**config.mk**
```make
export PLATFORM = sky130hd
export DESIGN_NAME = genesis_core_top
export DESIGN_NICKNAME = d
export VERILOG_FILES = /design/src/source/genesis_pkg.sv /design/src/source/core_settings_regs.sv /design/src/source/cart_load_monitor.sv /design/src/source/cart_region_detect.sv /design/src/source/cart_id_quirks.sv /design/src/source/pad_remap.sv /design/src/source/genesis_core_top.sv
export VERILOG_INCLUDE_DIRS = /design/src /design/src/include
export SDC_FILE = /design/constraint.sdc
export NUM_CORES = 1
export LEC_CHECK = 0
export ABC_CLOCK_PERIOD_IN_PS = 7500
export BUFFER_PORTS_ARGS = -buffer_cell sky130_fd_sc_hd__clkbuf_2
export CAP_MARGIN = 20
export CORE_MARGIN = 2
export CORE_UTILIZATION = 42
export DETAILED_ROUTE_END_ITERATION = 8
export PLACE_DENSITY = 0.69
export SYNTH_ARGS = -nofsm -noshare
export SYNTH_HDL_FRONTEND = slang
export SYNTH_SLANG_ARGS = --single-unit
```
**constraint.sdc**
```tcl
create_clock -name clk_sys -period 7.5 [get_ports clk_sys]
set_input_delay 0.375 -clock clk_sys [delete_from_list [all_inputs] [get_ports clk_sys]]
set_output_delay 0.375 -clock clk_sys [all_outputs]
set_load 0.005 [all_outputs]
```
**src/include/genesis_defines.svh**
```systemverilog
////////////////////////////////////////
// shared constants for the cartridge control logic
// include wherever addresses, header offsets or ids are needed
////////////////////////////////////////

`ifndef GENESIS_DEFINES_SVH
`define GENESIS_DEFINES_SVH

// rom download bus
`define ROM_ADDR_W 25
`define ROM_DATA_W 16

// apb register map
`define REG_MULTITAP     32'h0000_0000
`define REG_OBJ_LIMIT    32'h0000_0030
`define REG_FM_EN        32'h0000_0040
`define REG_PSG_EN       32'h0000_0050
`define REG_CPU_TURBO    32'h00C0_0000
`define REG_AUDIO_FILTER 32'h00F0_0000
`define REG_REGION       32'h00E0_0000 // read only
`define REG_ROM_SIZE     32'h00E0_0004 // read only

// header byte offsets, word aligned
`define HDR_ID_0     25'h182
`define HDR_ID_1     25'h184
`define HDR_ID_2     25'h186
`define HDR_ID_3     25'h188
`define HDR_ID_4     25'h18A
`define HDR_ID_CHECK 25'h18C
`define HDR_REGION_A 25'h1F0
`define HDR_REGION_B 25'h1F2
`define HDR_END      25'h200

// settings after reset
`define RST_CPU_TURBO    2'd0
`define RST_MULTITAP     1'b0
`define RST_OBJ_LIMIT    1'b1
`define RST_FM_EN        1'b1
`define RST_PSG_EN       1'b1
`define RST_AUDIO_FILTER 2'd0

`define GUN_DELAY_DEFAULT 8'd44

// cartridge ids, 8 ascii characters each
`define CART_ID_SRAM_A   "T-081276"
`define CART_ID_SRAM_B   "T-81406 "
`define CART_ID_EEPROM_A "MK-1215 "
`define CART_ID_EEPROM_B "G-4060  "
`define CART_ID_NORAM    "T-113016"
`define CART_ID_FIFO     "T-89016 "
`define CART_ID_SVP      "MK-1229 "
`define CART_ID_FMBUSY   "T-35036 "
`define CART_ID_GUN_A    "T-95096-"
`define CART_ID_GUN_B    "MK-1533 "

`endif

```
**src/source/genesis_pkg.sv**
```systemverilog
////////////////////////////////////////
// types shared by the cartridge control blocks
// modules pull these in by a wildcard import
////////////////////////////////////////

`default_nettype none

`include "genesis_defines.svh"

package genesis_pkg;

	// region code as seen by the console
	typedef enum logic [1:0] {
		REGION_JP = 2'd0,
		REGION_US = 2'd1,
		REGION_EU = 2'd2
	} region_e;

	// one word of the rom download stream, low byte is the even address
	typedef struct packed {
		logic                   valid;
		logic [`ROM_ADDR_W-1:0] addr;
		logic [`ROM_DATA_W-1:0] data;
	} rom_write_t;

	typedef struct packed {
		logic active; // download in progress
		logic start;  // one cycle at download begin
		logic finish; // one cycle at download end
	} load_status_t;

	typedef struct packed {
		region_e region;
		logic    export_mode; // anything but jp
		logic    hold;        // console kept in reset while region settles
	} region_info_t;

	// per-game fixups picked from the cartridge id
	typedef struct packed {
		logic       sram;
		logic       eeprom;
		logic       noram;
		logic       fifo;
		logic       svp;
		logic       fmbusy;
		logic       gun_type;
		logic [7:0] gun_delay;
	} cart_quirks_t;

	typedef struct packed {
		logic [1:0] cpu_turbo;
		logic       multitap;
		logic       obj_limit_high;
		logic       fm_enable;
		logic       psg_enable;
		logic [1:0] audio_filter;
	} core_settings_t;

	// console pad layout, msb first
	typedef struct packed {
		logic z;
		logic y;
		logic x;
		logic mode;
		logic start;
		logic b;
		logic c;
		logic a;
		logic up;
		logic down;
		logic left;
		logic right;
	} pad_word_t;

endpackage

`default_nettype wire

```
**src/source/core_settings_regs.sv**
```systemverilog
////////////////////////////////////////
// apb slave holding the core settings
// zero wait states, status readback of region and rom size
////////////////////////////////////////

`timescale 1ns/1ps
`default_nettype none

`include "genesis_defines.svh"

module core_settings_regs
	import genesis_pkg::*;
(
	input  wire                   clk_sys,
	input  wire                   arst_n,
	input  wire                   psel,
	input  wire                   penable,
	input  wire                   pwrite,
	input  wire  [31:0]           paddr,
	input  wire  [31:0]           pwdata,
	input  wire  region_info_t    region,
	input  wire  [`ROM_ADDR_W-1:0] rom_size,
	output logic [31:0]           prdata,
	output logic                  pready,
	output core_settings_t        settings
);

	logic access; // apb access phase
	logic wr_en;
	logic rd_en;

	assign access = psel & penable;
	assign wr_en  = access & pwrite;
	assign rd_en  = access & ~pwrite;
	assign pready = access; // never stretched

	////////////////////////////////////////
	// write side
	////////////////////////////////////////

	always_ff @(posedge clk_sys or negedge arst_n) begin
		if (!arst_n) begin
			settings.cpu_turbo      <= `RST_CPU_TURBO;
			settings.multitap       <= `RST_MULTITAP;
			settings.obj_limit_high <= `RST_OBJ_LIMIT;
			settings.fm_enable      <= `RST_FM_EN;
			settings.psg_enable     <= `RST_PSG_EN;
			settings.audio_filter   <= `RST_AUDIO_FILTER;
		end else if (wr_en) begin
			case (paddr)
				`REG_CPU_TURBO:    settings.cpu_turbo      <= pwdata[1:0];
				`REG_MULTITAP:     settings.multitap       <= pwdata[0];
				`REG_OBJ_LIMIT:    settings.obj_limit_high <= pwdata[0];
				`REG_FM_EN:        settings.fm_enable      <= pwdata[0];
				`REG_PSG_EN:       settings.psg_enable     <= pwdata[0];
				`REG_AUDIO_FILTER: settings.audio_filter   <= pwdata[1:0];
				default: ; // unmapped writes dropped
			endcase
		end
	end

	////////////////////////////////////////
	// read side
	////////////////////////////////////////

	always_comb begin
		prdata = '0;
		if (rd_en) begin
			case (paddr)
				`REG_REGION:   prdata = {30'd0, region.region};
				`REG_ROM_SIZE: prdata = {{(32-`ROM_ADDR_W){1'b0}}, rom_size};
				default:       prdata = '0;
			endcase
		end
	end

endmodule

`default_nettype wire

```
**src/source/cart_load_monitor.sv**
```systemverilog
////////////////////////////////////////
// download level tracking with start and finish pulses
// also captures the rom size when the download ends
////////////////////////////////////////

`timescale 1ns/1ps
`default_nettype none

`include "genesis_defines.svh"

module cart_load_monitor
	import genesis_pkg::*;
(
	input  wire                    clk_sys,
	input  wire                    arst_n,
	input  wire                    load_start,
	input  wire                    load_done,
	input  wire  rom_write_t       rom_wr,
	output load_status_t           load_status,
	output logic [`ROM_ADDR_W-1:0] rom_size
);

	logic                   active_q;  // level one cycle back
	logic [`ROM_ADDR_W-1:0] last_addr; // address of last word written

	always_ff @(posedge clk_sys or negedge arst_n) begin
		if (!arst_n) begin
			load_status <= '0;
			active_q    <= 1'b0;
			rom_size    <= '0;
		end else begin
			if (load_start)
				load_status.active <= 1'b1;
			else if (load_done)
				load_status.active <= 1'b0;
			active_q           <= load_status.active;
			load_status.start  <= load_status.active & ~active_q;
			load_status.finish <= ~load_status.active & active_q;
			if (load_status.finish)
				rom_size <= last_addr + `ROM_ADDR_W'(2); // one word past the last
		end
	end

	always_ff @(posedge clk_sys) begin
		if (rom_wr.valid && load_status.active)
			last_addr <= rom_wr.addr;
	end

endmodule

`default_nettype wire

```
**src/source/cart_region_detect.sv**
```systemverilog
////////////////////////////////////////
// region detection from the cartridge header
// raises hold from header end until the download finishes
////////////////////////////////////////

`timescale 1ns/1ps
`default_nettype none

`include "genesis_defines.svh"

module cart_region_detect
	import genesis_pkg::*;
(
	input  wire                clk_sys,
	input  wire                arst_n,
	input  wire  rom_write_t   rom_wr,
	input  wire  load_status_t load_status,
	output region_info_t       region
);

	logic       hdr_wr;      // header write during download
	logic [7:0] lo_byte;
	logic [7:0] hi_byte;
	logic [3:0] hex_val;     // 'A'..'F' mapped to 10..15
	logic [2:0] flags;       // {e, u, j}
	logic [2:0] flags_nxt;
	logic       hdr_ready;
	logic       hdr_ready_q;
	region_e    region_code;
	logic       hold;

	// one-hot {e, u, j} for a region letter, zero otherwise
	function automatic logic [2:0] letter_euj(input logic [7:0] c);
		return {c == "E", c == "U", c == "J"};
	endfunction

	assign hdr_wr  = rom_wr.valid & load_status.active;
	assign lo_byte = rom_wr.data[7:0];
	assign hi_byte = rom_wr.data[15:8];
	assign hex_val = lo_byte[3:0] - 4'd7;

	always_comb begin
		flags_nxt = flags;
		if (hdr_wr && rom_wr.addr == `HDR_REGION_A) begin
			if (|letter_euj(lo_byte))
				flags_nxt = flags_nxt | letter_euj(lo_byte);
			else if (lo_byte >= "0" && lo_byte <= "9")
				flags_nxt = {lo_byte[3], lo_byte[2], lo_byte[0]}; // new style bitmask
			else if (lo_byte >= "A" && lo_byte <= "F")
				flags_nxt = {hex_val[3], hex_val[2], hex_val[0]};
			flags_nxt = flags_nxt | letter_euj(hi_byte);
		end
		if (hdr_wr && rom_wr.addr == `HDR_REGION_B)
			flags_nxt = flags_nxt | letter_euj(lo_byte);
	end

	always_ff @(posedge clk_sys or negedge arst_n) begin
		if (!arst_n) begin
			flags       <= '0;
			hdr_ready   <= 1'b0;
			hdr_ready_q <= 1'b0;
			region_code <= REGION_JP;
			hold        <= 1'b0;
		end else begin
			hdr_ready_q <= hdr_ready;
			flags       <= load_status.start ? 3'b000 : flags_nxt;

			if (load_status.finish)
				hdr_ready <= 1'b0;
			else if (hdr_wr && rom_wr.addr == `HDR_END)
				hdr_ready <= 1'b1;

			if (load_status.finish) begin
				hold <= 1'b0;
			end else if (hdr_ready && !hdr_ready_q) begin
				hold <= 1'b1;
				// us wins over eu, eu over jp, nothing at all means us
				if (flags[1])      region_code <= REGION_US;
				else if (flags[2]) region_code <= REGION_EU;
				else if (flags[0]) region_code <= REGION_JP;
				else               region_code <= REGION_US;
			end
		end
	end

	assign region.region      = region_code;
	assign region.export_mode = (region_code != REGION_JP);
	assign region.hold        = hold;

endmodule

`default_nettype wire

```
**src/source/cart_id_quirks.sv**
```systemverilog
////////////////////////////////////////
// per-game quirk lookup by cartridge id
// the id comes from the header words at 0x182..0x18a
////////////////////////////////////////

`timescale 1ns/1ps
`default_nettype none

`include "genesis_defines.svh"

module cart_id_quirks
	import genesis_pkg::*;
(
	input  wire                clk_sys,
	input  wire                arst_n,
	input  wire  rom_write_t   rom_wr,
	input  wire  load_status_t load_status,
	output cart_quirks_t       quirks
);

	logic         hdr_wr;
	logic [63:0]  cart_id;    // first character in the top byte
	logic         id_checked; // lookup done for this download
	cart_quirks_t id_match;

	assign hdr_wr = rom_wr.valid & load_status.active;

	////////////////////////////////////////
	// id assembly
	////////////////////////////////////////

	always_ff @(posedge clk_sys) begin
		if (hdr_wr) begin
			case (rom_wr.addr)
				`HDR_ID_0: cart_id[63:56] <= rom_wr.data[15:8]; // odd byte only
				`HDR_ID_1: cart_id[55:40] <= {rom_wr.data[7:0], rom_wr.data[15:8]};
				`HDR_ID_2: cart_id[39:24] <= {rom_wr.data[7:0], rom_wr.data[15:8]};
				`HDR_ID_3: cart_id[23:8]  <= {rom_wr.data[7:0], rom_wr.data[15:8]};
				`HDR_ID_4: cart_id[7:0]   <= rom_wr.data[7:0];
				default: ;
			endcase
		end
	end

	////////////////////////////////////////
	// table
	////////////////////////////////////////

	always_comb begin
		id_match           = '0;
		id_match.gun_delay = `GUN_DELAY_DEFAULT;
		case (cart_id)
			`CART_ID_SRAM_A,
			`CART_ID_SRAM_B:   id_match.sram   = 1'b1;
			`CART_ID_EEPROM_A,
			`CART_ID_EEPROM_B: id_match.eeprom = 1'b1;
			`CART_ID_NORAM:    id_match.noram  = 1'b1; // fake ram check
			`CART_ID_FIFO:     id_match.fifo   = 1'b1;
			`CART_ID_SVP:      id_match.svp    = 1'b1;
			`CART_ID_FMBUSY:   id_match.fmbusy = 1'b1;
			`CART_ID_GUN_A: begin
				id_match.gun_type  = 1'b1;
				id_match.gun_delay = 8'd52;
			end
			`CART_ID_GUN_B: begin
				id_match.gun_type  = 1'b0;
				id_match.gun_delay = 8'd100;
			end
			default: ;
		endcase
	end

	always_ff @(posedge clk_sys or negedge arst_n) begin
		if (!arst_n) begin
			quirks           <= '0;
			quirks.gun_delay <= `GUN_DELAY_DEFAULT;
			id_checked       <= 1'b0;
		end else begin
			if (!load_status.active)
				id_checked <= 1'b0;
			else if (!id_checked)
				{quirks.sram, quirks.eeprom, quirks.noram,
				 quirks.fifo, quirks.svp, quirks.fmbusy} <= '0;

			if (hdr_wr && rom_wr.addr == `HDR_ID_CHECK) begin
				quirks     <= id_match; // id complete by now
				id_checked <= 1'b1;
			end
		end
	end

endmodule

`default_nettype wire

```
**src/source/pad_remap.sv**
```systemverilog
////////////////////////////////////////
// maps four 16-bit host pads onto the console layout
// one register stage
////////////////////////////////////////

`timescale 1ns/1ps
`default_nettype none

module pad_remap
	import genesis_pkg::*;
(
	input  wire              clk_sys,
	input  wire              arst_n,
	input  wire  [3:0][15:0] pad_keys,
	output pad_word_t [3:0]  pads
);

	// host key bits -> console buttons
	function automatic pad_word_t remap(input logic [15:0] k);
		return '{
			z:     k[9],  // r1
			y:     k[6],  // face x
			x:     k[8],  // l1
			mode:  k[14], // select
			start: k[15],
			b:     k[4],
			c:     k[5],
			a:     k[7],
			up:    k[0],
			down:  k[1],
			left:  k[2],
			right: k[3]
		};
	endfunction

	always_ff @(posedge clk_sys or negedge arst_n) begin
		if (!arst_n) begin
			pads <= '0;
		end else begin
			for (int i = 0; i < 4; i++)
				pads[i] <= remap(pad_keys[i]);
		end
	end

endmodule

`default_nettype wire

```
**src/source/genesis_core_top.sv**
```systemverilog
////////////////////////////////////////
// cartridge side control of the console core
// settings bus, download tracking, header decode, pads
////////////////////////////////////////

`timescale 1ns/1ps
`default_nettype none

`include "genesis_defines.svh"

module genesis_core_top
	import genesis_pkg::*;
(
	input  wire                  clk_sys,
	input  wire                  arst_n,
	// apb settings bus
	input  wire                  psel,
	input  wire                  penable,
	input  wire                  pwrite,
	input  wire  [31:0]          paddr,
	input  wire  [31:0]          pwdata,
	output logic [31:0]          prdata,
	output logic                 pready,
	// rom download
	input  wire                  load_start,
	input  wire                  load_done,
	input  wire  rom_write_t     rom_wr,
	// controllers
	input  wire  [3:0][15:0]     pad_keys,
	// towards the console
	output core_settings_t       settings,
	output region_info_t         region_out,
	output cart_quirks_t         quirks,
	output pad_word_t [3:0]      pads
);

	load_status_t           load_status;
	logic [`ROM_ADDR_W-1:0] rom_size;

	core_settings_regs settings_i (
		.clk_sys  (clk_sys),
		.arst_n   (arst_n),
		.psel     (psel),
		.penable  (penable),
		.pwrite   (pwrite),
		.paddr    (paddr),
		.pwdata   (pwdata),
		.region   (region_out),
		.rom_size (rom_size),
		.prdata   (prdata),
		.pready   (pready),
		.settings (settings)
	);

	cart_load_monitor load_i (
		.clk_sys     (clk_sys),
		.arst_n      (arst_n),
		.load_start  (load_start),
		.load_done   (load_done),
		.rom_wr      (rom_wr),
		.load_status (load_status),
		.rom_size    (rom_size)
	);

	cart_region_detect region_i (
		.clk_sys     (clk_sys),
		.arst_n      (arst_n),
		.rom_wr      (rom_wr),
		.load_status (load_status),
		.region      (region_out)
	);

	cart_id_quirks quirks_i (
		.clk_sys     (clk_sys),
		.arst_n      (arst_n),
		.rom_wr      (rom_wr),
		.load_status (load_status),
		.quirks      (quirks)
	);

	pad_remap pads_i (
		.clk_sys  (clk_sys),
		.arst_n   (arst_n),
		.pad_keys (pad_keys),
		.pads     (pads)
	);

endmodule

`default_nettype wire

```
==> results of run 1 <==
metal layers:
metal	global-route usage [%]	vias to the layer above	share of wire (%)
li1	-	2739	-
met1	23.0	2733	40
met2	33.4	211	52
met3	4.25	37	5.9
met4	7.21	0	2.3
met5	0	-	0
worst min-delay path by stage:
stage	start	end	slack, ns	cells past startpoint
finish	pad_keys[35]	pads_i.pads[24]	0.04	1
global route	pad_keys[53]	pads_i.pads[41]	0.02	1
CTS	pad_keys[23]	pads_i.pads[16]	0.03	1
detailed placement	arst_n	load_i.rom_size[12]	0.32	1
global placement	arst_n	load_i.rom_size[10]	0.32	1
floorplan	arst_n	load_i.active_q	0.08	0
report_power, final:
part | switching, mW | total (mW) | leakage [nW] | internal, mW
registers | 0.0242 | 1.17 | 2.05 | 1.15
clock network | 0.416 | 0.878 | 0.290 | 0.462
logic | 0.0793 | 0.140 | 1.80 | 0.0608
total | 0.519 | 2.19 | 4.13 | 1.67
registers in the layout, summed over array words and instances (netlist names):
name	cells
quirks_i.id_checked	1
load_i.rom_size	25
load_i.load_status	3
quirks_i.cart_id	64
region_i.hdr_ready	1
region_i.flags	3
load_i.last_addr	25
region_i.region_code	2
pads_i.pads	48
settings_i.settings	8
region_i.hold	1
region_i.hdr_ready_q	1
load_i.active_q	1
quirks_i.quirks	9
stage by stage:
stage               cell area (µm²)  power [mW]
detailed placement             9300        1.34
floorplan                      7940        1.25
global placement               9300        1.33
finish                         9900        2.19
global route                   9900        2.28
CTS                            9890        2.22
worst max-delay path: stages (launching register included):
cell and delay, ns:
dfrtp_1 0.58, and2_1 0.21, buf_4 0.32, nand3_1 0.11, nor3_1 0.64, nand4_1 0.28
o211a_1 0.19
timing repair:
action,CTS,global route
endpoints found under the hold margin,23,0
buffers inserted,0,0
hold buffers,1,0
final cells by class:
class	count	area, µm²	share of cell area [%]
Tap cell	234	293	2.96
Antenna cell	1	2.50	0.0253
Sequential cell	192	5260	53.1
Inverter	8	30.0	0.303
Multi-Input combinational cell	394	2530	25.6
Clock inverter	13	136	1.38
Clock buffer	19	453	4.57
Timing Repair Buffer	235	1200	12.2
cells by family after synthesis:
logic type / Yosys count
muxes: 13
other: 2
DFF: 192
AOI/OAI and AO/OA: 61
xor gates and xnor gates: 22
adders and majority gates: 1
buffers and inverters: 30
and+or+nand+nor: 285
placed cells by master, fill, tap and decap left out, drive strengths merged, types with 3 or more instances in the layout:
| master | instances |
|---|---|
| nor2b | 7 |
| conb | 12 |
| o21ai | 6 |
| and4bb | 4 |
| nand2 | 27 |
| a2111oi | 3 |
| mux2 | 10 |
| nor3 | 16 |
| nor2 | 58 |
| nor3b | 8 |
| and2 | 30 |
| or3 | 4 |
| nand2b | 10 |
| and3 | 7 |
| clkbuf | 244 |
| nand3 | 29 |
| xor2 | 15 |
| inv | 16 |
| nand4b | 5 |
| dfstp | 4 |
| mux2i | 3 |
| and3b | 4 |
| a31oi | 4 |
| nor4b | 6 |
| a32oi | 3 |
| o2bb2ai | 4 |
| nand3b | 4 |
| and4 | 6 |
| nor4bb | 4 |
| edfxtp | 89 |
| nand4 | 25 |
| clkinv | 4 |
| buf | 9 |
| nor4 | 25 |
| xnor2 | 7 |
| dfrtp | 99 |
| a21oi | 24 |
==> impl_metrics.ini, run 1 <==
[synthesis]
synth.avg_cell_area_um2 = 13.0
yosysTopAreaCellShare_pct = 33.8
synth_top_family_by_area = simple AND/OR/NAND/NOR gates
yosysWarnings = 0
yosysMostFrequentCell = dfrtp_1
synth_edf_count = 89
synthArstFlopShare_pct = 53.6
synthTopCellsByArea = edfxtp_1 (34%), dfrtp_1 (31%), nor2_1 (2.8%)
seq_area_frac_synth_pct = 66.5
synth_mux_area_share_pct = 1.80
synthCells = 606
synth-main-ff-cell = dfrtp_1
synthTopCellsByCount = dfrtp_1 (99), edfxtp_1 (89), nor2_1 (58)
synth.distinct_cells = 66
syn-cell-area_mm2 = 0.00791
synthSimpleGateAreaFrac_pct = 21.3
synth_xor_area_share_pct = 2.44
yosysTopAreaCell = edfxtp_1
ys_seq_elements = 192
synth_compound_area_share_pct = 5.60
synthAdderAreaFrac_pct = 0.158

[setup_path]
r2r_start = load_i.load_status[2]
critPathLaunch = load_i.load_status[2]
r2r_end = quirks_i.quirks[3]
rrSetupSlack_ns = 5.11
critPathMaxFanout = 26
cp.arrival_ns = 2.75
crit_path_end = quirks_i.quirks[3]
crit_path_end_kind = flip-flop
cp-start-kind = flip-flop
reg2reg_depth = 6
cp.required_ns = 7.86
crit_type = flip-flop to flip-flop

[placement]
gp_congestion = 0.850
portBuffers = 226
dp.cells = 1061
dp_slack_ns = 4.56
dp_hpwl_um = 14300

[routing]
drtIter0Drc = 366
vias = 5720
ant_nets = 0
drc = 0
vias_per_cell = 5.22
drt-total-wl_um = 18800
wl_per_cell_um = 17.1
firstDrtPassIters = 5

[global_route]
grt_pass1_vias = 5506
grt_pass1_wl_um = 29000
track_usage_pct = 19.1
antenna_found_initial = 1
overflow = 0
grt_max_degree = 78

[die]
ioPinCount = 285
start_util_pct = 42.5
die_h_um = 141
core_area_mm2 = 0.0186
rows = 50
dieArea_mm2 = 0.0199
chipWidth_um = 141

[sta]
fin_crit_sh_pct = 31.8
setup_viol = 0
period_needed_ns = 2.39
fmax_ghz = 0.419
tightestPinTransition_ns = 0.948
slew_viol_final = 0
whs_ns = 0.0423
fin_skew_ns = 0.0116
final.setup.worst_slack_ns = 5.11
rsz0062_at_grt = no
hold_violations = 0
tns_ns = 0
relSlewSlack_pct = 36.8

[cells_and_area]
n_fill_cell = 1624
drive_above_1_share_pct = 34.7
fin_cells = 1096
area.growth.synth_to_final_pct = 25.3
nets = 1026
final_util_pct = 53.3

[clock_network]
cts_tree = done
clk_latency_ns = 0.43
numCtsBuffers = 17
clk_pin_slew_ns = 0.08
htreeDepth = 4
numClockSinks = 192
ctsRootBufferMaster = clkbuf_16
clk_path_buf_depth = 2
cts_resized = 0

[hold_path]
min_path_type = primary input to flip-flop

[pwr]
power_density_mw_per_mm2 = 221
ir_worst_vdd_mv = 0.182
leakagePower_nw = 4.13

[job]
max_cap_viol_count = 0

[outcome]
status = finished clean
Note: power is estimated with default switching activity, not from simulation.
==> inputs of run 2 (changes only) <==
--- a/config.mk
+++ b/config.mk
@@ -6,7 +6,7 @@
 export SDC_FILE = /design/constraint.sdc
 export NUM_CORES = 1
 export LEC_CHECK = 0
-export ABC_CLOCK_PERIOD_IN_PS = 7500
+export ABC_CLOCK_PERIOD_IN_PS = 2400
 export BUFFER_PORTS_ARGS = -buffer_cell sky130_fd_sc_hd__clkbuf_2
 export CAP_MARGIN = 20
 export CORE_MARGIN = 2
==> constraint.sdc (replaced) <==
create_clock -name clk_sys -period 2.4 [get_ports clk_sys]
set_input_delay 0.12 -clock clk_sys [delete_from_list [all_inputs] [get_ports clk_sys]]
set_output_delay 0.12 -clock clk_sys [all_outputs]
set_load 0.005 [all_outputs]
==> run 2 against run 1 <==
  * Non-clock buffer count rose by 93
  * Die area did not move
  * Clock skew rose by 0.0043 ns
  * Highest routed layer unchanged
  * Core utilization rose by 5.3 points
  * Design area rose by 9.9%
  * Critical path depth rose by 2
  * Worst setup slack got worse by 4.9 ns
  * Largest cell class unchanged
==> impl_metrics.ini, run 2 (synthesized netlist as in run 1, its figures left out) <==
[die]
start_util_pct = 42.5
core_area_mm2 = 0.0186
chipWidth_um = 141
dieArea_mm2 = 0.0199
rows = 50
die_h_um = 141
ioPinCount = 285

[placement]
dp.cells = 1072
portBuffers = 226
gp_congestion = 0.932
placed_cell_area_mm2 = 0.00944
dp_hpwl_um = 14500

[pwr]
ir_worst_vdd_mv = 0.495
p_total_mw = 7.08
p_int_mw = 5.37
pwr-share-comb_pct = 8.0
p_seq_share_pct = 51.9
clockPowerShare_pct = 40.1
swShare_pct = 24.2
power_density_mw_per_mm2 = 650
leakagePower_nw = 4.55
power.switching_mw = 1.71

[setup_path]
crit_type = primary input to flip-flop
cp.required_ns = 2.55
critPathMaxFanout = 16
cp-start-kind = primary input
cp.arrival_ns = 2.35
crit_path_end_kind = flip-flop

[clock_network]
htreeDepth = 4
numClockSinks = 192
clk_latency_ns = 0.44
post-cts-setup-buffer-count = 0
numCtsBuffers = 17
cts_tree = done
clk_path_buf_depth = 2
ctsRootBufferMaster = clkbuf_16
clk_pin_slew_ns = 0.07

[routing]
ant_nets = 0
firstDrtPassIters = 5
drc = 0
drt-total-wl_um = 20800
vias_per_cell = 5.21
wl_per_cell_um = 17.5
drtIter0Drc = 403
vias = 6192

[global_route]
overflow = 0
grt_pass1_vias = 6035
antenna_found_initial = 0
track_usage_pct = 21.0
grt_pass1_wl_um = 32000
grt_max_degree = 54

[cells_and_area]
final_util_pct = 58.6
final_common_cell = clkbuf_2
final_cell_mix = clkbuf_2 (225), dfrtp_1 (99), edfxtp_1 (89), dlygate4sd3_1 (84), nor2_1 (57)
final_cell_area_mm2 = 0.0109
drive_above_1_share_pct = 32.7
n_fill_cell = 1525
fin_cells = 1188
largest_reg_flops = 64
n_antenna_cell = 0
top_regs = quirks_i.cart_id x64, pads_i.pads x48
ff_latch_area_mm2 = 0.00526
multi_input_area_mm2 = 0.00256
area.growth.synth_to_final_pct = 37.7
regMostFlops = quirks_i.cart_id
nets = 1119

[outcome]
status = finished clean

[sta]
fin_crit_sh_pct = 91.8
tns_ns = 0
relSlewSlack_pct = 57.0
rsz0062_at_grt = no
tightestPinTransition_ns = 0.640
slew_viol_final = 0
hold_violations = 0
period_needed_ns = 2.20
fin_skew_ns = 0.0159
setup_viol = 0
fmax_ghz = 0.454

[hold_path]
min_path_type = primary input to flip-flop

[job]
max_cap_viol_count = 0
[run 2: final timing paths]
path                                 startpoint              endpoint  slack (ns)  cells after the start
max                                  rom_wr[33]  quirks_i.cart_id[42]        0.20                      8
min                                   rom_wr[6]  quirks_i.cart_id[22]        0.03                      1
max reg2reg                quirks_i.cart_id[35]   quirks_i.quirks[13]        0.47                      5
min reg2reg                  region_i.hdr_ready  region_i.hdr_ready_q        0.41                      0
max in group asynchronous                arst_n    quirks_i.quirks[3]        1.53                      3
min in group asynchronous                arst_n   load_i.rom_size[21]        0.17                      2
[run 2: through the flow]
step,hold WS (ns),worst slack (ns)
finish,0.0277,0.198
global route,0.0364,0.00742
CTS,0.0159,0.164
detailed placement,0.101,0.316
global placement,0.0960,0.318
floorplan,-0.176,0.00984
[run 2: power by group through the flow]
stage / Combinational (mW) / Sequential, mW / Clock, mW
2_1_floorplan: 0.182 / 3.73 / 0
3_3_place_gp: 0.442 / 3.73 / 0
3_5_place_dp: 0.450 / 3.74 / 0
4_1_cts: 0.566 / 3.67 / 2.89
5_1_grt: 0.624 / 3.69 / 3.02
6_report: 0.564 / 3.67 / 2.84
[run 2: cell type report]
type	count	area share (%)
well taps	234	2.69
flip-flops and latches	192	48.3
repair buffers	328	19.7
multi-input cells	394	23.5
clock inverters	12	1.23
clock buffers	20	4.30
inverters	8	0.276
[run 2: metal layers]
| metal | up-vias | global-route usage, % | routed length, µm |
|---|---|---|---|
| met5 | - | 0 | 0 |
| met4 | 0 | 7.89 | 579 |
| met3 | 40 | 4.01 | 1100 |
| met2 | 247 | 37.7 | 10900 |
| met1 | 2978 | 25.1 | 8200 |
| li1 | 2927 | - | - |
[run 2: worst max-delay path, cell delays in order]
cell,delay [ns]
dlygate4sd3_1,0.55
clkbuf_2,0.12
nor4_1,0.51
nand2_1,0.14
nor2_1,0.20
nand3_1,0.24
nor3_4,0.27
buf_12,0.19
[run 2: what timing repair did]
item | CTS | global route
setup endpoints to repair | 0 | 48
hold buffers | 84 | 0
endpoints found under the hold margin | 138 | 0
gates resized for setup | 0 | 1
